## src/source/host_bridge_pkg.sv

```systemverilog
package host_bridge_pkg;

  // payload words
  typedef logic [31:0] host_word_t;
  typedef logic [15:0] htif_word_t;

  typedef logic [6:0] axil_addr_t;
  typedef logic [4:0] reg_idx_t;  // word index, addr bits 6:2

  // everything the bus master drives
  typedef struct packed {
    logic       aw_valid;
    axil_addr_t aw_addr;
    logic       w_valid;
    logic [31:0] w_data;
    logic [3:0] w_strb;
    logic       b_ready;
    logic       ar_valid;
    axil_addr_t ar_addr;
    logic       r_ready;
  } axil_req_t;

  // everything the slave drives back
  typedef struct packed {
    logic        aw_ready;
    logic        w_ready;
    logic        b_valid;
    logic [1:0]  b_resp;
    logic        ar_ready;
    logic        r_valid;
    logic [31:0] r_data;
    logic [1:0]  r_resp;
  } axil_rsp_t;

  localparam logic [1:0] RESP_OKAY   = 2'b00;
  localparam logic [1:0] RESP_SLVERR = 2'b10;

  // readable registers
  localparam reg_idx_t REG_HOST_OUT_COUNT = 5'd0;
  localparam reg_idx_t REG_HOST_OUT_DATA  = 5'd1;
  localparam reg_idx_t REG_HTIF_OUT_COUNT = 5'd2;
  localparam reg_idx_t REG_HTIF_OUT_DATA  = 5'd3;
  localparam reg_idx_t REG_HOST_IN_COUNT  = 5'd4;
  localparam reg_idx_t REG_HTIF_IN_COUNT  = 5'd5;

  // writable registers
  localparam reg_idx_t REG_HOST_IN_DATA = 5'd0;
  localparam reg_idx_t REG_HTIF_IN_DATA = 5'd1;
  localparam reg_idx_t REG_CHIP_RESET   = 5'd31;

  localparam int DEFAULT_FIFO_DEPTH = 32;  // power of two, 2 or more

endpackage

```

## src/source/link_fifo.sv

```systemverilog
`timescale 1ns/1ps

module link_fifo #(
  parameter int  FIFO_DEPTH = 32,
  parameter type payload_t  = logic [31:0]
) (
  input  logic                        host_clk,
  input  logic                        reset,
  input  logic                        push,
  input  payload_t                    push_data,
  input  logic                        pop,
  output payload_t                    head,
  output logic                        empty,
  output logic                        full,
  output logic [$clog2(FIFO_DEPTH):0] count
);

  localparam int ADDR_W = $clog2(FIFO_DEPTH);
  localparam int CNT_W  = ADDR_W + 1;

  payload_t          mem [FIFO_DEPTH];
  logic [ADDR_W-1:0] wr_ptr;
  logic [ADDR_W-1:0] rd_ptr;
  logic [CNT_W-1:0]  count_next;
  logic              do_push;
  logic              do_pop;

  assign do_pop  = pop && !empty;
  assign do_push = push && (!full || pop);  // a pop frees the slot when full

  // show-ahead, head valid whenever not empty
  assign head = mem[rd_ptr];

  always_comb
  begin
    count_next = count;
    if (do_push && !do_pop)
      count_next = count + 1'b1;
    else if (do_pop && !do_push)
      count_next = count - 1'b1;
  end

  always_ff @(posedge host_clk)
  begin
    if (do_push)
      mem[wr_ptr] <= push_data;
  end

  always_ff @(posedge host_clk)
  begin
    if (reset)
    begin
      wr_ptr <= '0;
      rd_ptr <= '0;
      count  <= '0;
      empty  <= 1'b1;
      full   <= 1'b0;
    end
    else
    begin
      if (do_push)
        wr_ptr <= wr_ptr + 1'b1;  // wraps, depth is a power of two
      if (do_pop)
        rd_ptr <= rd_ptr + 1'b1;
      count <= count_next;
      // flags follow the next count so they line up with it
      empty <= (count_next == '0);
      full  <= (count_next == CNT_W'(FIFO_DEPTH));
    end
  end

endmodule

```

## src/source/host_reg_ctrl.sv

```systemverilog
`timescale 1ns/1ps

module host_reg_ctrl #(
  parameter int FIFO_DEPTH = 32
) (
  input  logic                            host_clk,
  input  logic                            reset,
  input  host_bridge_pkg::axil_req_t      s_axil,
  output host_bridge_pkg::axil_rsp_t      s_axil_rsp,
  output logic                            host_in_push,
  output logic                            htif_in_push,
  output host_bridge_pkg::host_word_t     in_word,
  input  logic                            host_in_full,
  input  logic                            htif_in_full,
  input  logic [$clog2(FIFO_DEPTH):0]     host_in_count,
  input  logic [$clog2(FIFO_DEPTH):0]     htif_in_count,
  output logic                            host_out_pop,
  output logic                            htif_out_pop,
  input  host_bridge_pkg::host_word_t     host_out_head,
  input  host_bridge_pkg::htif_word_t     htif_out_head,
  input  logic                            host_out_empty,
  input  logic                            htif_out_empty,
  input  logic [$clog2(FIFO_DEPTH):0]     host_out_count,
  input  logic [$clog2(FIFO_DEPTH):0]     htif_out_count,
  output logic                            chip_reset
);

  import host_bridge_pkg::*;

  typedef enum logic [1:0] {WR_IDLE, WR_WRITE, WR_ACK} wr_state_t;
  typedef enum logic {RD_IDLE, RD_RESP} rd_state_t;

  wr_state_t   wr_state;
  rd_state_t   rd_state;
  reg_idx_t    waddr_q;
  host_word_t  wdata_q;
  logic [1:0]  bresp_q;
  logic        wr_ok;          // target can take the word now
  logic [1:0]  wr_resp;
  logic        wr_fire;
  reg_idx_t    raddr_q;
  logic [31:0] rdata_q;
  logic [1:0]  rresp_q;
  logic        rd_pop_ok_q;    // queue had a word at capture
  logic [31:0] rd_data;
  logic [1:0]  rd_resp;
  logic        rd_pop_ok;
  logic        ar_fire;
  logic        r_fire;

  // write side decode on the captured index
  always_comb
  begin
    wr_ok   = 1'b1;
    wr_resp = RESP_OKAY;
    case (waddr_q)
      REG_HOST_IN_DATA: wr_ok = !host_in_full;
      REG_HTIF_IN_DATA: wr_ok = !htif_in_full;
      REG_CHIP_RESET:   wr_ok = 1'b1;
      default:          wr_resp = RESP_SLVERR;  // unmapped, completes at once
    endcase
  end

  assign wr_fire = (wr_state == WR_WRITE) && wr_ok && s_axil.aw_valid && s_axil.w_valid;

  assign in_word      = wdata_q;
  assign host_in_push = wr_fire && (waddr_q == REG_HOST_IN_DATA);
  assign htif_in_push = wr_fire && (waddr_q == REG_HTIF_IN_DATA);
  assign chip_reset   = wr_fire && (waddr_q == REG_CHIP_RESET);  // one cycle wide

  always_ff @(posedge host_clk)
  begin
    if (reset)
      wr_state <= WR_IDLE;
    else
    begin
      case (wr_state)
        WR_IDLE:
        begin
          if (s_axil.aw_valid && s_axil.w_valid)
          begin
            waddr_q  <= s_axil.aw_addr[6:2];
            wdata_q  <= s_axil.w_data;  // strobes ignored
            wr_state <= WR_WRITE;
          end
        end
        WR_WRITE:
        begin
          if (wr_fire)
          begin
            bresp_q  <= wr_resp;
            wr_state <= WR_ACK;
          end
        end
        default:
        begin
          if (s_axil.b_ready)
            wr_state <= WR_IDLE;
        end
      endcase
    end
  end

  // read data picked from the incoming address
  always_comb
  begin
    rd_data   = '0;
    rd_resp   = RESP_OKAY;
    rd_pop_ok = 1'b0;
    case (s_axil.ar_addr[6:2])
      REG_HOST_OUT_COUNT: rd_data = 32'(host_out_count);
      REG_HTIF_OUT_COUNT: rd_data = 32'(htif_out_count);
      REG_HOST_IN_COUNT:  rd_data = 32'(host_in_count);
      REG_HTIF_IN_COUNT:  rd_data = 32'(htif_in_count);
      REG_HOST_OUT_DATA:
      begin
        rd_pop_ok = !host_out_empty;
        if (!host_out_empty)
          rd_data = host_out_head;
      end
      REG_HTIF_OUT_DATA:
      begin
        rd_pop_ok = !htif_out_empty;
        if (!htif_out_empty)
          rd_data = 32'(htif_out_head);
      end
      default: rd_resp = RESP_SLVERR;
    endcase
  end

  assign ar_fire = (rd_state == RD_IDLE) && s_axil.ar_valid;
  assign r_fire  = (rd_state == RD_RESP) && s_axil.r_ready;

  // pop only after the master has taken the word
  assign host_out_pop = r_fire && rd_pop_ok_q && (raddr_q == REG_HOST_OUT_DATA);
  assign htif_out_pop = r_fire && rd_pop_ok_q && (raddr_q == REG_HTIF_OUT_DATA);

  always_ff @(posedge host_clk)
  begin
    if (reset)
      rd_state <= RD_IDLE;
    else if (ar_fire)
    begin
      raddr_q     <= s_axil.ar_addr[6:2];
      rdata_q     <= rd_data;
      rresp_q     <= rd_resp;
      rd_pop_ok_q <= rd_pop_ok;
      rd_state    <= RD_RESP;
    end
    else if (r_fire)
      rd_state <= RD_IDLE;
  end

  always_comb
  begin
    s_axil_rsp          = '0;
    s_axil_rsp.aw_ready = (wr_state == WR_WRITE) && wr_ok;
    s_axil_rsp.w_ready  = (wr_state == WR_WRITE) && wr_ok;
    s_axil_rsp.b_valid  = (wr_state == WR_ACK);
    s_axil_rsp.b_resp   = bresp_q;
    s_axil_rsp.ar_ready = (rd_state == RD_IDLE);
    s_axil_rsp.r_valid  = (rd_state == RD_RESP);
    s_axil_rsp.r_data   = rdata_q;
    s_axil_rsp.r_resp   = rresp_q;
  end

endmodule

```

## src/source/host_bridge_top.sv

```systemverilog
`timescale 1ns/1ps

module host_bridge_top #(
  parameter int FIFO_DEPTH = host_bridge_pkg::DEFAULT_FIFO_DEPTH
) (
  input  logic                        host_clk,
  input  logic                        reset,
  input  host_bridge_pkg::axil_req_t  s_axil,
  output host_bridge_pkg::axil_rsp_t  s_axil_rsp,
  output logic                        host_in_valid,
  input  logic                        host_in_ready,
  output host_bridge_pkg::host_word_t host_in_bits,
  output logic                        htif_in_valid,
  input  logic                        htif_in_ready,
  output host_bridge_pkg::htif_word_t htif_in_bits,
  input  logic                        host_out_valid,
  output logic                        host_out_ready,
  input  host_bridge_pkg::host_word_t host_out_bits,
  input  logic                        htif_out_valid,
  output logic                        htif_out_ready,
  input  host_bridge_pkg::htif_word_t htif_out_bits,
  output logic                        chip_reset
);

  import host_bridge_pkg::*;

  localparam int CNT_W = $clog2(FIFO_DEPTH) + 1;

  host_word_t       in_word;
  htif_word_t       htif_in_word;
  logic             host_in_push, htif_in_push;
  logic             host_in_full, htif_in_full;
  logic             host_in_empty, htif_in_empty;
  logic [CNT_W-1:0] host_in_count, htif_in_count;
  logic             host_out_pop, htif_out_pop;
  logic             host_out_full, htif_out_full;
  logic             host_out_empty, htif_out_empty;
  logic [CNT_W-1:0] host_out_count, htif_out_count;
  host_word_t       host_out_head;
  htif_word_t       htif_out_head;

  assign htif_in_word = in_word[15:0];  // htif carries the low half

  // target side handshakes
  assign host_in_valid  = !host_in_empty;
  assign htif_in_valid  = !htif_in_empty;
  assign host_out_ready = !host_out_full;
  assign htif_out_ready = !htif_out_full;

  host_reg_ctrl #(.FIFO_DEPTH(FIFO_DEPTH)) ctrl (
    .host_clk, .reset, .s_axil, .s_axil_rsp,
    .host_in_push, .htif_in_push, .in_word,
    .host_in_full, .htif_in_full, .host_in_count, .htif_in_count,
    .host_out_pop, .htif_out_pop, .host_out_head, .htif_out_head,
    .host_out_empty, .htif_out_empty, .host_out_count, .htif_out_count,
    .chip_reset
  );

  link_fifo #(.FIFO_DEPTH(FIFO_DEPTH), .payload_t(host_word_t)) host_in_q (
    .host_clk, .reset, .push(host_in_push), .push_data(in_word),
    .pop(host_in_valid && host_in_ready), .head(host_in_bits),
    .empty(host_in_empty), .full(host_in_full), .count(host_in_count)
  );

  link_fifo #(.FIFO_DEPTH(FIFO_DEPTH), .payload_t(htif_word_t)) htif_in_q (
    .host_clk, .reset, .push(htif_in_push), .push_data(htif_in_word),
    .pop(htif_in_valid && htif_in_ready), .head(htif_in_bits),
    .empty(htif_in_empty), .full(htif_in_full), .count(htif_in_count)
  );

  link_fifo #(.FIFO_DEPTH(FIFO_DEPTH), .payload_t(host_word_t)) host_out_q (
    .host_clk, .reset, .push(host_out_valid && host_out_ready), .push_data(host_out_bits),
    .pop(host_out_pop), .head(host_out_head),
    .empty(host_out_empty), .full(host_out_full), .count(host_out_count)
  );

  link_fifo #(.FIFO_DEPTH(FIFO_DEPTH), .payload_t(htif_word_t)) htif_out_q (
    .host_clk, .reset, .push(htif_out_valid && htif_out_ready), .push_data(htif_out_bits),
    .pop(htif_out_pop), .head(htif_out_head),
    .empty(htif_out_empty), .full(htif_out_full), .count(htif_out_count)
  );

endmodule

```

## config.mk

```make
export PLATFORM = sky130hd
export DESIGN_NAME = host_bridge_top
export DESIGN_NICKNAME = d
export VERILOG_FILES = /design/src/source/host_bridge_pkg.sv /design/src/source/link_fifo.sv /design/src/source/host_reg_ctrl.sv /design/src/source/host_bridge_top.sv
export SDC_FILE = /design/constraint.sdc
export NUM_CORES = 2
export LEC_CHECK = 0
export BUFFER_PORTS_ARGS = -buffer_cell sky130_fd_sc_hd__buf_2
export CAP_MARGIN = 20
export CELL_PAD_IN_SITES_DETAIL_PLACEMENT = 2
export CELL_PAD_IN_SITES_GLOBAL_PLACEMENT = 2
export CORE_ASPECT_RATIO = 0.7
export CORE_MARGIN = 2
export CORE_UTILIZATION = 55
export DETAILED_ROUTE_END_ITERATION = 10
export MAX_ROUTING_LAYER = met4
export PLACE_DENSITY = 0.84
export SLEW_MARGIN = 25
export SYNTH_ARGS = -nofsm -noshare
export SYNTH_HDL_FRONTEND = slang
export SYNTH_SLANG_ARGS = --single-unit
```

## constraint.sdc

```tcl
create_clock -name host_clk -period 9.4 [get_ports host_clk]
set_input_delay 0.47 -clock host_clk [delete_from_list [all_inputs] [get_ports host_clk]]
set_output_delay 0.47 -clock host_clk [all_outputs]
set_load 0.005 [all_outputs]
```

==> metrics.yaml, run 1 <==
ys_seq_area_frac: 0.7785
synth.area.top_cells: "edfxtp_1 (76%), mux4_2 (17%), dfxtp_1 (1.5%)"
status: "did not finish"
dp_hpwl_um: 272500
ys_seq_elements: 3244
die_h_um: 401.1
synth_edf_count: 3149
port_buffers: 192
synth.most_common_cell: "edfxtp_1"
yosysWarnings: 0
die_w_um: 571.3
synth_common_cells: "edfxtp_1 (3149), mux4_2 (929), nor2_1 (238)"
yosys.area_share.adder: 0.002827
synth-simple-area-share: 0.01887
synthMuxAreaShare: 0.1798
synth_compound_area_frac: 0.006351
place_congestion: 0.7663
avgSynthCellArea_um2: 23.39
yosysTopAreaCell: "edfxtp_1"
io_pins: 203
netlist_area_um2: 123900
yosysUniqueCellTypes: 61
syn_inst: 5298
synth_top_area_frac: 0.7631
synth_top_family_by_area: "multiplexers"
initial_utilization: 0.5544
ys_async_sr_fraction: 0
rows: 145
synthXorXnorAreaFrac: 0.003322
stop_stage: "detailed placement"
error_line: "[ERROR DPL-0033] detailed placement checks failed during check placement."
synthFlopType: "edfxtp_1"
## kinds of logic after synthesis
kind of cell,count (synthesis)
multiplexers,1057
AO/OA/AOI/OAI,121
other,1
AND/OR/NAND/NOR,498
buffers and inverters,302
flip-flops,3244
adder cells (fa/ha/maj),28
XOR/XNOR,47
## through the flow
stage          hold WS (ns)  cell area [um^2]  instances  worst slack, ns
3_3_place_gp         0.4781            129500       8416            5.046
2_1_floorplan        0.4674            123900       5299            5.487
==> inputs of run 2 (changes only) <==
- CELL_PAD_IN_SITES_DETAIL_PLACEMENT: 2 -> default
- CELL_PAD_IN_SITES_GLOBAL_PLACEMENT: 2 -> default
- CORE_ASPECT_RATIO: 0.7 -> default
- CORE_UTILIZATION: 55 -> 40
- MAX_ROUTING_LAYER: met4 -> default
- PLACE_DENSITY: 0.84 -> default
- PLACE_DENSITY_LB_ADDON: default -> 0.15
==> run 2 against run 1 <==
Effect of this change:
- the flow now finishes without violations
- synthesized cell count unchanged
- area after synthesis is the same
==> metrics.yaml, run 2 <==
status: "finished, final reports clean"  # was did not finish
route.vias.total: 56726
die_area_um2: 314200
rows: 204  # was 145
dp_hpwl_um: 164500  # was 272500 um
clk_pin_slew_ns: 0.06
grt_usage: 0.1952
max_freq_ghz: 0.2125
slowest_delay_ns: 0.92
fin_setup_tns_ns: 0
crit_slowest_cell: "dfxtp_4"
seq_power_share: 0.508
wl_per_cell_um: 30.23
rsz0062_at_grt: "no"
crit_family: "multiplexers"
synth.most_common_cell: "edfxtp_1"  # unchanged
layout_common_cells: "edfxtp_1 (3149), mux4_2 (929), clkbuf_16 (356)"
htreeDepth: 5
yosysUniqueCellTypes: 61  # unchanged
yosysTopAreaCell: "edfxtp_1"  # unchanged
ant_nets: 0
startpoint_type: "register"
holdWs_ns: 0.07540
synth_common_cells: "edfxtp_1 (3149), mux4_2 (929), nor2_1 (238)"  # unchanged
nets: 5952
cts-root-buf: "clkbuf_16"
grt.overflow.total: 0
yosysWarnings: 0  # unchanged
top_regs: "host_in_q.mem x1024, host_out_q.mem x1024"
drtPass1Iterations: 5
initial_utilization: 0.4015  # was 0.5544
power.leakage_nw: 43.18
cts-buffers-inserted: 353
hold_depth: 1
ff2ff_path_depth: 5
internal-power_mw: 24.80
wl_um: 309000
ir_drop_mv: 0.1702
finClkSkew_ns: 0.06584
antenna_found_initial: 15
worstPathCellList: "buf_4 > mux4_2 > mux4_2 > mux2_2 > buf_2"
crit_buf_inv: 2
grt_pass1_wl_um: 440400
fin_crit_sh: 0.5007
regToRegSetupSlack_ns: 5.20
crit_top_cell: "mux4_2"
grt_max_degree: 141
layout_commonest_cell: "edfxtp_1"
arrival_ns: 4.24
final.min_clock_period_ns: 4.707
ys_seq_area_frac: 0.7785  # unchanged
endpoint: "host_in_bits[2]"
crit_path_end_kind: "primary output"
cts_sinks: 3244
cap_violations: 0
hold_path_class: "in -> reg"
worst_pin_slew_ns: 1.055
setup_viol: 0
grt_pass1_vias: 59151
port_buffers: 192  # unchanged
die_w_um: 560.6  # was 571.3 um
synthFlopType: "edfxtp_1"  # unchanged
power.density_nw_per_um2: 220.0
place_inst: 9514
fill_cells: 25629
ys_async_sr_fraction: 0  # unchanged
netlist_area_um2: 123900  # unchanged
switchingPower_mw: 6.680
initialDrtViolationCount: 5546
crit_cells: 5
insertion_delay_ns: 0.91
final_hold_viol_count: 0
ys_seq_elements: 3244  # unchanged
layout-drive-gt1-share: 0.3262
cts_setup_buffers: 0
die_h_um: 560.6  # was 401.1 um
avgSynthCellArea_um2: 23.39  # unchanged
vias_per_cell: 5.550
report.final.slew_viol_count: 0
crit_fanout: 65
io_pins: 203  # unchanged
synth_edf_count: 3149  # unchanged
slew_headroom: 0.2966
required_ns: 8.93
sw_frac_of_total: 0.2122
synth.area.top_cells: "edfxtp_1 (76%), mux4_2 (17%), dfxtp_1 (1.5%)"  # unchanged
syn_inst: 5298  # unchanged
clockBufferDepth: 4
drcViolationCount: 0
stdcell_count: 10220
place_congestion: 0.7469  # was 0.7663
synthToLayoutAreaGrowth_pct: 15.49
r2r_start: "ctrl.wr_state[0]$_SDFFE_PP0P_"
rr_endpoint: "host_in_q.mem[23][7]$_DFFE_PP_"
fp.coreArea_um2: 308600
power_frac_clock: 0.434
cts_tree: "yes"
pwr-share-comb: 0.059
crit_type: "reg -> out"
synth_top_area_frac: 0.7631  # unchanged
==> run 2: cell counts after synthesis <==
Identical to the previous run, type by type.
==> run 2: cells by family (layout without fill, tap and decap cells) <==
| family | count (synthesis) | count (layout) | synth area share |
|---|---|---|---|
| other cells | 1 | 5 | 0.00003026 |
| fa+ha+maj | 28 | 28 | 0.002827 |
| compound gates | 121 | 121 | 0.006351 |
| mux | 1057 | 1057 | 0.1798 |
| buf+inv | 302 | 1100 | 0.01029 |
| flops | 3244 | 3244 | 0.7785 |
| simple gates | 498 | 498 | 0.01887 |
| xor+xnor | 47 | 47 | 0.003322 |
==> run 2: area by class of cell <==
type,instances,area (um^2),area share
diodes,3,7.507,0.00005246
clock buffers,430,9226,0.06447
clock inverters,207,2136,0.01493
inverters,31,116.4,0.0008131
multi-input cells,1753,26850,0.1876
flip-flops and latches,3244,96520,0.6745
well taps,4120,5155,0.03602
repair buffers,432,3093,0.02161
==> run 2: worst min path at each step <==
| stage | slack, ns | start | to |
|---|---|---|---|
| after floorplan | 0.47 | htif_in_q.rd_ptr[1]$_SDFFE_PP0P_ | register |
| after global placement | 0.49 | host_out_q.rd_ptr[1]$_SDFFE_PP0P_ | register |
| after detailed placement | 0.49 | host_in_q.rd_ptr[1]$_SDFFE_PP0P_ | register |
| after CTS | 0.003 | host_out_bits[28] | host_out_q.mem[26][28]$_DFFE_PP_ |
| after global routing | 0.06 | host_out_bits[20] | host_out_q.mem[31][20]$_DFFE_PP_ |
| final | 0.08 | htif_out_bits[6] | htif_out_q.mem[7][6]$_DFFE_PP_ |
==> run 2: layer usage <==
metal  track usage  vias up  share of wire
met3       0.02327      446          0.043
met5             0        -        0.00019
met1        0.2734    31234           0.43
met4       0.04710       10          0.023
met2        0.3274     1438           0.50
li1              -    23598              -
==> run 2: stage by stage <==
| step | cell area [um^2] | utilization | setup WS, ns | total power, mW |
|---|---|---|---|---|
| floorplan | 123900 | - | 5.487 | 17.53 |
| global placement | 131000 | 0.4244 | 5.066 | 18.13 |
| detailed placement | 131000 | 0.4246 | 5.028 | 18.16 |
| CTS | 143000 | 0.4634 | 4.533 | 31.87 |
| global route | 143100 | 0.4637 | 4.539 | 32.53 |
| finish | 143100 | 0.4637 | 4.693 | 31.48 |
==> run 2: timing repair <==
action                                 CTS  global route
setup endpoints to repair                0             0
gates resized for setup                  0             0
hold buffers                            60             0
endpoints found under the hold margin  335             0
==> run 2: power groups by stage <==
stage | logic, mW | clock network [mW] | registers (mW)
after detailed placement | 1.87 | 0 | 16.3
after global routing | 2.00 | 14.5 | 16.0
after CTS | 1.90 | 14.0 | 16.0
after global placement | 1.81 | 0 | 16.3
final | 1.85 | 13.6 | 16.0
after floorplan | 1.29 | 0 | 16.2
No activity file was read; power rests on OpenSTA's default activity.
